<file path="src/hw/execPkg.sv">
`default_nettype none

package execPkg;

	// datapath widths

	localparam int dataWidth = 32;
	localparam int shiftWidth = 5; // shift amount comes from the low bits of operand B

	// one multiply iteration per multiplier bit
	localparam int mulSteps = 32; // also the length of the one-hot step counter

	typedef logic [dataWidth-1:0] word_t;

	// opcode values are also the result select codes
	typedef enum logic [2:0] {
		opAdd = 3'd0,
		opSub = 3'd1,
		opAnd = 3'd2,
		opOr = 3'd3,
		opSll = 3'd4,
		opSra = 3'd5,
		opMul = 3'd6 // code 7 is left unused and is rejected at start
	} aluOp_t;

	typedef enum logic [1:0] {
		stIdle,
		stAlu, // the multiply also ends in this capture state once its steps are over
		stMul,
		stDone
	} ctrlState_t;

endpackage

`default_nettype wire

</file>
<file path="src/hw/operandIf.sv">
`default_nettype none

interface operandIf;

	execPkg::word_t opA;
	execPkg::word_t opB;
	execPkg::aluOp_t op;
	logic load; // one cycle after an accepted start

	modport ctrl (
		output opA,
		output opB,
		output op,
		output load
	);

	modport alu (
		input opA,
		input opB,
		input op
	);

	modport mul (
		input opA,
		input opB,
		input load
	);

endinterface

`default_nettype wire

</file>
<file path="src/hw/aluUnit.sv">
`default_nettype none

module aluUnit (
	operandIf.alu opBus,
	output execPkg::word_t aluResult,
	output logic aluNeq,
	output logic aluLt
);

	logic subSel;
	execPkg::word_t notB;
	execPkg::word_t addIn;
	execPkg::word_t sum;
	execPkg::word_t diff;
	execPkg::word_t andOut;
	execPkg::word_t orOut;
	logic signDiffer;
	logic [execPkg::shiftWidth-1:0] shAmt;
	execPkg::word_t sllStage [execPkg::shiftWidth+1];
	execPkg::word_t sraStage [execPkg::shiftWidth+1];

	// add and subtract share one adder that takes B inverted with carry in for subtract
	assign subSel = (opBus.op == execPkg::opSub);
	assign notB = ~opBus.opB;
	assign addIn = subSel ? notB : opBus.opB;
	assign sum = opBus.opA + addIn + execPkg::word_t'(subSel);

	assign andOut = opBus.opA & opBus.opB;
	assign orOut = opBus.opA | opBus.opB;

	// upper bits of B are ignored for shifts
	assign shAmt = opBus.opB[execPkg::shiftWidth-1:0];

	assign sllStage[0] = opBus.opA;
	assign sraStage[0] = opBus.opA;

	// stage i moves the word by 2**i when bit i of the amount is set
	for (genvar i = 0; i < execPkg::shiftWidth; i++) begin : gShift
		assign sllStage[i+1] = shAmt[i]
			? {sllStage[i][execPkg::dataWidth-1-2**i:0], {(2**i){1'b0}}}
			: sllStage[i];
		assign sraStage[i+1] = shAmt[i]
			? {{(2**i){sraStage[i][execPkg::dataWidth-1]}},
				sraStage[i][execPkg::dataWidth-1:2**i]}
			: sraStage[i];
	end

	always_comb begin
		case (opBus.op)
			execPkg::opAdd: aluResult = sum;
			execPkg::opSub: aluResult = sum;
			execPkg::opAnd: aluResult = andOut;
			execPkg::opOr: aluResult = orOut;
			execPkg::opSll: aluResult = sllStage[execPkg::shiftWidth];
			execPkg::opSra: aluResult = sraStage[execPkg::shiftWidth];
			default: aluResult = '0; // multiply result comes from mulUnit
		endcase
	end

	// the comparator always subtracts, whatever the opcode selects above
	assign diff = opBus.opA + notB + execPkg::word_t'(1'b1);
	assign signDiffer = opBus.opA[execPkg::dataWidth-1] ^ opBus.opB[execPkg::dataWidth-1];

	assign aluNeq = |diff;

	// with equal signs the difference cannot overflow, so its sign decides
	assign aluLt = signDiffer ? opBus.opA[execPkg::dataWidth-1]
		: diff[execPkg::dataWidth-1];

endmodule

`default_nettype wire

</file>
<file path="src/hw/execControl.sv">
`default_nettype none

module execControl (
	input logic clk,
	input logic rst,
	input logic start,
	input execPkg::aluOp_t op,
	input execPkg::word_t opA,
	input execPkg::word_t opB,
	operandIf.ctrl opBus,
	input execPkg::word_t aluResult,
	input logic aluNeq,
	input logic aluLt,
	input execPkg::word_t product,
	output logic step,
	output execPkg::word_t result,
	output logic neq,
	output logic lt,
	output logic done,
	output logic busy
);

	execPkg::ctrlState_t state;
	logic opValid;
	logic accept;
	logic mulKick;
	logic [execPkg::mulSteps-1:0] stepCnt;

	assign opValid = (op <= execPkg::opMul);
	assign accept = !busy && start && opValid; // starts while busy are dropped

	assign busy = (state != execPkg::stIdle);
	assign done = (state == execPkg::stDone);

	always_ff @(posedge clk) begin
		if (rst) begin
			state <= execPkg::stIdle;
		end else begin
			case (state)
				execPkg::stIdle: begin
					if (accept) begin
						state <= (op == execPkg::opMul) ? execPkg::stMul : execPkg::stAlu;
					end
				end
				execPkg::stMul: begin
					if (stepCnt[execPkg::mulSteps-1]) begin
						state <= execPkg::stAlu; // last step happens on this edge
					end
				end
				execPkg::stAlu: begin
					state <= execPkg::stDone;
				end
				default: begin
					state <= execPkg::stIdle;
				end
			endcase
		end
	end

	always_ff @(posedge clk) begin
		if (rst) begin
			opBus.load <= 1'b0;
		end else begin
			opBus.load <= accept;
		end
	end

	always_ff @(posedge clk) begin
		if (accept) begin
			opBus.op <= op;
			opBus.opA <= opA;
			opBus.opB <= opB;
		end
	end

	// the token enters together with the multiplier load and walks one bit per edge
	assign mulKick = opBus.load && (state == execPkg::stMul);

	always_ff @(posedge clk) begin
		if (rst) begin
			stepCnt <= '0;
		end else begin
			stepCnt <= {stepCnt[execPkg::mulSteps-2:0], mulKick};
		end
	end

	assign step = |stepCnt;

	// both paths finish through stAlu, where the latched op picks the source
	always_ff @(posedge clk) begin
		if (rst) begin
			result <= '0;
			neq <= 1'b0;
			lt <= 1'b0;
		end else if (state == execPkg::stAlu) begin
			result <= (opBus.op == execPkg::opMul) ? product : aluResult;
			neq <= aluNeq;
			lt <= aluLt;
		end
	end

endmodule

`default_nettype wire

</file>
<file path="src/hw/execTop.sv">
`default_nettype none

module execTop (
	input logic clk,
	input logic rst,
	input logic start,
	input execPkg::aluOp_t op,
	input execPkg::word_t opA,
	input execPkg::word_t opB,
	output execPkg::word_t result,
	output logic neq,
	output logic lt,
	output logic done,
	output logic busy
);

	execPkg::word_t aluResult;
	execPkg::word_t product;
	logic aluNeq;
	logic aluLt;
	logic step;

	operandIf opBus ();

	execControl control (
		.clk(clk),
		.rst(rst),
		.start(start),
		.op(op),
		.opA(opA),
		.opB(opB),
		.opBus(opBus.ctrl),
		.aluResult(aluResult),
		.aluNeq(aluNeq),
		.aluLt(aluLt),
		.product(product),
		.step(step),
		.result(result),
		.neq(neq),
		.lt(lt),
		.done(done),
		.busy(busy)
	);

	aluUnit alu (
		.opBus(opBus.alu),
		.aluResult(aluResult),
		.aluNeq(aluNeq),
		.aluLt(aluLt)
	);

	mulUnit mul (
		.clk(clk),
		.rst(rst),
		.opBus(opBus.mul),
		.step(step),
		.product(product)
	);

endmodule

`default_nettype wire

</file>
<file path="src/hw/mulUnit.sv">
`default_nettype none

module mulUnit (
	input logic clk,
	input logic rst,
	operandIf.mul opBus,
	input logic step,
	output execPkg::word_t product
);

	execPkg::word_t acc;
	execPkg::word_t mcand;
	execPkg::word_t mplier;
	execPkg::word_t partial;

	// add the multiplicand only where the current multiplier bit is one
	assign partial = mplier[0] ? mcand : '0;

	always_ff @(posedge clk) begin
		if (rst) begin
			acc <= '0;
		end else if (opBus.load) begin
			acc <= '0;
		end else if (step) begin
			acc <= acc + partial; // carries past the top bit are dropped
		end
	end

	always_ff @(posedge clk) begin
		if (opBus.load) begin
			mcand <= opBus.opA;
			mplier <= opBus.opB;
		end else if (step) begin
			mcand <= {mcand[execPkg::dataWidth-2:0], 1'b0};
			mplier <= {1'b0, mplier[execPkg::dataWidth-1:1]};
		end
	end

	// valid once mulSteps steps have run after the load
	assign product = acc;

endmodule

`default_nettype wire

</file>
<file path="config.mk">
export PLATFORM = sky130hd
export DESIGN_NAME = execTop
export DESIGN_NICKNAME = d
export VERILOG_FILES = /design/src/hw/execPkg.sv /design/src/hw/operandIf.sv /design/src/hw/aluUnit.sv /design/src/hw/execControl.sv /design/src/hw/execTop.sv /design/src/hw/mulUnit.sv
export SDC_FILE = /design/constraint.sdc
export NUM_CORES = 1
export LEC_CHECK = 0
export BUFFER_PORTS_ARGS = -buffer_cell sky130_fd_sc_hd__buf_2
export CORE_MARGIN = 4
export CORE_UTILIZATION = 60
export DETAILED_ROUTE_END_ITERATION = 7
export PLACE_DENSITY = 0.87
export REMOVE_ABC_BUFFERS = 1
export SYNTH_ARGS = -nofsm -noshare
export SYNTH_HDL_FRONTEND = slang
export SYNTH_HIERARCHICAL = 1
export SYNTH_SLANG_ARGS = --single-unit
</file>
<file path="constraint.sdc">
create_clock -name clk -period 6.3 [get_ports clk]
set_clock_uncertainty 0.05 [all_clocks]
set_input_delay 0.63 -clock clk [delete_from_list [all_inputs] [get_ports clk]]
set_output_delay 0.63 -clock clk [all_outputs]
set_load 0.03 [all_outputs]
</file>
**After elaboration in Yosys (flattened, before gate mapping)**

Index checks and enable logic that the tools add are counted.
W data, S select, Z words.

- Register bits: 232
- Input port bits: 70
- Word-level logic and storage cells: 70

- Add/sub/neg operators: 5
- $lt $le $gt $ge: 1
- Equal/unequal tests: 12
- Muxes and demuxes: 23
- Bitwise logic cells: 4
- Reductions and logical operators: 13

Operators by type and width:

| cell | number |
|---|---|
| $mux W32 | 12 |
| $pmux W32 S5 | 1 |
| $mux W31 | 5 |
| $add A32 B32 Y32 | 3 |
| $reduce_or A32 Y1 | 2 |
| $add A32 B1 Y32 | 1 |
| $add A32 B1 Y32 const B | 1 |
| $and A32 B32 Y32 | 1 |
| $not A32 Y32 | 1 |
| $or A32 B32 Y32 | 1 |
| $eq A3 B3 Y1 const B | 4 |
| $eq A3 B2 Y1 const B | 2 |
| $mux W2 | 3 |
| $pmux W2 S3 | 1 |
| $eq A2 B2 Y1 const B | 2 |
| $ne A2 B1 Y1 const B | 2 |
| $reduce_bool A2 Y1 | 2 |
| $reduce_or A2 Y1 | 2 |
| $eq A3 B1 Y1 const B | 1 |
| $le A3 B3 Y1 const B | 1 |
| $logic_and A1 B1 Y1 | 3 |
| $logic_not A3 Y1 | 1 |
| $eq A2 B1 Y1 const B | 1 |
| $logic_not A2 Y1 | 1 |
| 4 further kinds | 4 |

**Longest topological paths before layout**

Gate-level depths: netlist of run 1.

- Depth after elaboration: 7
- Depth in mapped cells: 27
- Depth with buffers taken out: 24

**Hierarchy**

Netlist of run 1, hierarchy kept.

Modules (own cells, without submodules):

| module | times used | cells an instance | area each (µm²) |
|---|---|---|---|
| aluUnit | 1 | 1,302 | 8,918.6 |
| mulUnit | 1 | 497 | 5,586.6 |
| execControl | 1 | 323 | 4,695.8 |

**Least setup slack after synthesis of run 1**

OpenSTA, ideal clock, no wires.

- Path type: register to register
- Start: register control.opBus.opB[2]
- End: register control.neq
- Setup time: 117 ps
- Data arrival time: 5,651 ps
- Required time: 6,133 ps
- Path slack: 481 ps
- Stages on the path, launching flop included: 27
- Clock period less this slack: 5,819 ps
- Cell sequence: edfxtp_1 > clkbuf_1 > inv_1 > clkbuf_1 > clkbuf_1 > ha_1 > inv_1 > a21oi_1 > o311ai_2 > a221o_1 > a21o_1 > a31oi_1 > o21ai_0 > a21oi_1 > o21ba_2 > fa_1 > nand3_1 > and4b_1 > o311ai_0 > a2111o_1 > nor4_1 > nand3_1 > nor4_2 > nand4_1 > or4_1 > mux2i_1 > nor2_1

- Word-level cells in the longest chain between the ends: 4

RTL lines:

| element | RTL line | source |
|---|---|---|
| from (decl) | operandIf.sv:12 | `output opB,` |
| $not A32 Y32 | aluUnit.sv:24 | `assign notB = ~opBus.opB;` |
| $add A32 B32 Y32 | aluUnit.sv:61 | `assign diff = opBus.opA + notB + execPkg::word_t'(1'b1);` |
| $add A32 B1 Y32 | aluUnit.sv:61 |  |
| $reduce_or A32 Y1 | aluUnit.sv:64 | `assign aluNeq = \|diff;` |
| named net aluNeq | execTop.sv:19 | `logic aluNeq;` |
| to (signal assigned) | execControl.sv:97 | `neq <= aluNeq;` |
| to (decl) | execControl.sv:17 | `output logic neq,` |

The timed path passes the listed nets, and every way through them passes these cells.
A chain may end at the register's enable or synchronous reset.

**Worst setup path in the final report of run 1**

- Start: register control.opBus.opA[12]
- End: register control.neq

- Word-level cells in the longest chain between the ends: 3

RTL lines:

| element | RTL line | source |
|---|---|---|
| from (decl) | operandIf.sv:11 | `output opA,` |
| $add A32 B32 Y32 | aluUnit.sv:61 |  |
| $add A32 B1 Y32 | aluUnit.sv:61 |  |
| $reduce_or A32 Y1 | aluUnit.sv:64 |  |
| named net aluNeq | execTop.sv:19 |  |

The timed path passes the listed nets, and every way through them passes these cells.

==> results of run 1 <==
[worst paths after layout]
kind,slack (ps),start,cells past startpoint,end
worst max register to register,410,control/opBus.opA[12]$_DFFE_PP_,22,control/neq$_SDFFE_PP0N_
worst min-delay path,190,opB[15],1,control/opBus.opB[15]$_DFFE_PP_
worst min register to register,420,control/stepCnt[6]$_SDFF_PP0_,1,control/stepCnt[7]$_SDFF_PP0_
worst max-delay path,410,control/opBus.opA[12]$_DFFE_PP_,22,control/neq$_SDFFE_PP0N_
[sequential cells by signal, indices dropped and copies added (netlist names), 2 cells and up]
| signal | cells |
|---|---|
| control/opBus.op | 3 |
| mul/product | 32 |
| control/opBus.opA | 32 |
| control/state | 2 |
| mul/mplier | 32 |
| control/stepCnt | 32 |
| control/opBus.opB | 32 |
| mul/mcand | 32 |
| control/result | 32 |
[power groups by stage]
| stage | logic [uW] | registers [uW] | clock network (uW) |
|---|---|---|---|
| 6_report | 4970 | 2240 | 1580 |
| 5_1_grt | 5250 | 2270 | 1650 |
| 4_1_cts | 4800 | 2220 | 1580 |
| 3_5_place_dp | 4770 | 2250 | 0 |
| 3_3_place_gp | 4710 | 2230 | 0 |
| 2_1_floorplan | 2920 | 2460 | 0 |
[final cells by class]
cell class / count / area (sq um) / share of cell area (%)
clock buffer: 34 / 712 / 3.42
inverter: 115 / 432 / 2.08
tap: 402 / 503 / 2.42
multi-input combinational: 1655 / 12300 / 58.9
sequential: 232 / 5960 / 28.6
timing repair buffer: 141 / 796 / 3.83
clock inverter: 14 / 148 / 0.710
[layer usage]
| layer | vias up | share of wire (%) | routed length (um) |
|---|---|---|---|
| met4 | 6 | 5.7 | 3850 |
| met1 | 8401 | 38 | 26000 |
| met5 | - | 0.079 | 54 |
| met3 | 224 | 11 | 7750 |
| li1 | 7885 | - | - |
| met2 | 1214 | 45 | 30400 |
[cells by family after synthesis]
kind of cell             after synthesis
AO/OA/AOI/OAI                        590
XOR/XNOR                              86
adder cells (fa/ha/maj)              171
buffers and inverters                235
flip-flops                           232
multiplexers                         213
AND/OR/NAND/NOR                      595
[cell usage after synthesis (44+ instances only)]
cell type  instances  area (sq um)
nand2_1          123           462
a211oi_1          44           330
nor2b_1           57           357
mux2_2            67           754
a21oi_1          138           691
xnor2_1           66           578
mux2i_1          118          1180
o21ai_0          152           761
edfxtp_1         131          3930
dfxtp_1          101          2020
ha_1             167          2090
inv_1            109           409
nor2_1           214           803
clkbuf_1          81           304
[stage by stage]
| stage | power [uW] | hold WS (ps) | cell area [sq um] | TNS, ps |
|---|---|---|---|---|
| after CTS | 8600 | 177 | 20800 | 0 |
| after global placement | 6950 | 391 | 19900 | 0 |
| after global routing | 9170 | 183 | 20800 | 0 |
| after floorplan | 5390 | 388 | 18600 | -555 |
| final | 8790 | 194 | 20800 | 0 |
| after detailed placement | 7030 | 409 | 19900 | 0 |
==> results.md, run 1 <==
- First-pass GRT wire length: 102000 um
- Setup bufs post-CTS: 0
- EDFF count, synth: ~130
- Largest family of logic cells by synthesized area: compound AO/OA/AOI/OAI gates
- Synth warn: 6
- DP Worst Slack: around 530 ps
- Dpl cells: around 2500
- Starting Density: 60.8%
- Syn Inst Count: about 2100
- Met3 Use GR: 7.61%
- Worst-path clk slew: approximately 70 ps
- Total GRT Usage: 37.4%
- Row count: 65
- Number of global-route vias before repair: ~17000
- Post-cts gate resize count: 0
- Ys async rst share: 0%
- Mux share of post-synthesis cell area: between 10% and 20%
- Synthesized flop and latch total: 232
- Max Slew Vio Count: 0
- Final count of negative-setup-slack endpoints: 0
- Synthesized area: 19200 sq um
- Syn-to-layout area delta: 8.33%
- M1 GR Usage: between 40% and 50%
- Sw Share: a little under half
- Diode count: 0
- Seq/Total Area, Yosys: 31.0%
- Crit-path cells: inv_1 > ha_1 > nor4_1 > and2_1 > a221o_1 > a21o_1 > a31oi_1 > o21ai_0 > a21oi_1 > o21ba_2 > fa_1 > nand3_1 > and4b_1 > o311ai_0 > a2111o_1 > nor4_1 > nand3_1 > nor4_2 > nand4_1 > or4_1 > mux2i_1 > nor2_1
- Avg WL per Cell: ~26 um
- H-tree levels: 1
- Critical Path RT: 6680 ps
- Unique cell type count in the Yosys netlist: 93
- Worst-skew pair later-pin latency: 560 ps
- Fin util: about two thirds
- Crit path max-delay family: simple AND/OR/NAND/NOR gates
- Fraction of synthesized cell area in xor and xnor cells: under 10%
- Inserted Clock Buffers: 27
- Max_slew headroom: 30.9%
- Die area: 34900 sq um
- Total Wirelength: 68100 um
- Port bufs: between 100 and 150
- Post-DP HPWL: 51800 um
- Synth Area in Compound Gates: 20.2%
- Met2 Track Usage GR: between 50% and 60%
- Leak pwr: about 0.009 uW
- Iteration-0 DRC Markers: 1852
- Post-detailed-route count of antenna-violating nets: 0
- Fillers: about 2600
- Die height: 187 um
- P_int: between 4000 and 5000 uW
- Critical path class: flop to flop
- Nets@finish: 2413
- Status: finished, final reports clean
- Clock group share of total power: 17.9%
- CP max stage delay: 690 ps
- Switching Power: 4200 uW
- Post-Synth Adder-Cell Area: around 11%
- Die span in x: about 190 um
- CTS Sinks: 232
- CTS tree: done
- Highest clock rate: around 170 MHz
- Ratio of final minimum period to clock period: 93.5%
- RSZ-0062 raised after global routing: no
- GRT busiest layer: met2
- Crit-path slowest cell: nor4_1
- PwrDens: 423 nW/um^2
- Pre-antenna DRT Iters: 6
- Crit path arrival time: about 6300 ps
- Fin cells: 2593
- Simple-Gate Fraction of Synth Area: between 10% and 20%
- Clk root buf: clkbuf_16
- Gpl congestion: roughly 1.1
- Longest Clk Path Bufs: 3
- Comb power frac: 56.6%
- Final WS setup: between 400 and 500 ps
- Vias per Instance: 6.84
- Largest net degree at the start of global routing: 96
- HP Class: primary input to flop
- Share of post-route cells with drive strength above 1: 14.6%
- Primary FF master, synth: edfxtp_1
- CP endpoint kind: flop
- Max-cap violations: 0
- Via count: roughly 18000
- IO Pins: 106
- Final Hold Fails: 0
- Worst-Margin Slew: just over 1000 ps
- IR drop worst, VDD: 268 uV
- Buf/Inv on CP: 1
- Flop pwr share: 25.5%
- Critical path launch point type: flop
- Antenna violations before repair: 6
- Crit path max fanout: 8
- Minimum clock period: 5890 ps
- Hold_buf cts: 0
- Most common cell after layout, fill and taps aside: nor2_1
- Post-route DRC: 0
- Most frequent cells in the layout: nor2_1 (214), ha_1 (166), o21ai_0 (152), a21oi_1 (138), edfxtp_1 (131)
- Core Area: 31600 sq um
- Avg Inst Size Synth: approximately 9 sq um
- Total grt overflow: 0
(Power assumes the default switching activity.)
==> inputs of run 2 (changes only) <==
- CORE_MARGIN: 4 -> 5
==> run 2 against run 1 <==
Effect of this change:
- sequential power is essentially flat
- register-to-register slack gained 20 ps
- setup slack gained 16 ps
- critical endpoint unchanged
==> results.md, run 2 (same netlist as run 1, synthesis figures left out) <==
- Die height: 189 um
- Fillers: 2601
- IR drop worst, VDD: ~280 uV
- Syn-to-layout area delta: 8.69%
- Setup bufs post-CTS: 0
- Port bufs: 105
- Die span in x: 189 um
- Post-DP HPWL: between 50000 and 60000 um
- Avg WL per Cell: 26.4 um
- Most common cell after layout, fill and taps aside: nor2_1
- First-pass GRT wire length: 103000 um
- Setup TNS: 0 ps
- CTS Sinks: 232
- Highest clock rate: about 170 MHz
- Fin util: roughly 66%
- IO Pins: 106
- Hold_buf cts: 0
- Max-cap violations: 0
- Worst-skew pair later-pin latency: 580 ps
- Largest net degree at the start of global routing: 70
- Vias per Instance: 6.79
- Post-route DRC: 0
- Gpl congestion: 1.07
- Critical Path RT: 6690 ps
- Total GRT Usage: 37.3%
- Post-detailed-route count of antenna-violating nets: 0
- Inserted Clock Buffers: 27
- Post-cts gate resize count: 0
- Final Hold Fails: 0
- Longest Clk Path Bufs: 3
- H-tree levels: 1
- Max Slew Vio Count: 0
- Leak pwr: 0.00884 uW
- Most frequent cells in the layout: nor2_1 (214), ha_1 (166), o21ai_0 (152), a21oi_1 (138), edfxtp_1 (131)
- Total Wirelength: 68600 um
- CTS tree: done
- Final count of negative-setup-slack endpoints: 0
- Nets@finish: around 2400
- Worst-path clk slew: 70 ps
- RSZ-0062 raised after global routing: no
- Critical path class: flop to flop
- HP Class: primary input to flop
- Status: finished, final reports clean
- Die area: 35700 sq um
- Worst-Margin Slew: ~1100 ps
- Max_slew headroom: 28.2%
- Number of global-route vias before repair: 17000
- Via count: approximately 18000
- Clk root buf: clkbuf_16
- Crit path arrival time: 6270 ps
- Starting Density: 60.8%
- Total grt overflow: 0
- Crit path max fanout: 8
- Core Area: around 32000 sq um
- Iteration-0 DRC Markers: 2044
- Antenna violations before repair: 6
- Diode count: 0
- Pre-antenna DRT Iters: 6
- Share of post-route cells with drive strength above 1: roughly 15%
- Critical path launch point type: flop
- Minimum clock period: 5880 ps
- Row count: 65
- CP endpoint kind: flop
- PwrDens: 423 nW/um^2
- Ratio of final minimum period to clock period: slightly above 90%
## run 2: cell count changes in the layout (fill, tap and decap cells not counted), sizes merged
cell      previous run  this run
buf                141       148
clkinv              11        13
bufinv               3         2
clkbuf              34        35
clkinvlp             1         0
## run 2: layout make-up
class / count / area [sq um] / share of cell area [%]
Multi-Input combinational cell: 1655 / 12300 / 58.7
Sequential cell: 232 / 5960 / 28.5
Timing Repair Buffer: 148 / 848 / 4.06
Clock buffer: 35 / 737 / 3.53
Tap cell: 402 / 503 / 2.41
Inverter: 115 / 432 / 2.07
Clock inverter: 14 / 140 / 0.671
## run 2: layer usage
metal  part of all wire, %  up-vias  track usage [%]  routed length, um
li1                      -     7899                -                  -
met2                    44     1165             58.3              30000
met1                    38     8340             48.6              26000
met4                   6.7        4             19.5               4580
met5                 0.031        -                0                 21
met3                    12      257             8.31               8020
## run 2: final timing paths
| path | endpoint | startpoint | slack [ps] | cells after the start |
|---|---|---|---|---|
| hold reg to reg | control/stepCnt[31]$_SDFF_PP0_ | control/stepCnt[30]$_SDFF_PP0_ | 410 | 1 |
| setup reg to reg | control/neq$_SDFFE_PP0N_ | control/opBus.opA[13]$_DFFE_PP_ | 420 | 22 |
| hold / removal | control/opBus.opA[31]$_DFFE_PP_ | opA[31] | 180 | 1 |
| setup / recovery | control/neq$_SDFFE_PP0N_ | control/opBus.opA[13]$_DFFE_PP_ | 420 | 22 |
## run 2: critical path, stage by stage, from the launching register on
cell	delay, ps
edfxtp_1	490
inv_1	90
ha_1	420
nor4_1	600
and2_1	220
a221o_1	310
a21o_1	190
a31oi_1	80
o21ai_0	150
a21oi_1	90
o21ba_2	200
fa_1	490
nand3_1	70
and4b_1	280
o311ai_0	150
a2111o_1	310
nor4_1	330
nand3_1	140
nor4_2	250
nand4_1	120
or4_1	530
mux2i_1	150
nor2_1	50
## run 2: stage by stage
step           area [sq um]  instances  hold WS [ps]  total power, uW  setup WS [ps]
2_1_floorplan         18600       2002           388             5390           -555
3_3_place_gp          20000       2552           392             7010            790
3_5_place_dp          20000       2552           408             7050            559
4_1_cts               20900       2601           160             8650            530
5_1_grt               20900       2601           164             9200            181
6_report              20900       2601           179             8820            425
## run 2: power by group
group / leakage [uW] / internal (uW) / switching [uW]
registers: 0.00205 / 1950 / 278
logic: 0.00635 / 1740 / 3270
clock network: 0.000436 / 911 / 669
total: 0.00884 / 4600 / 4220
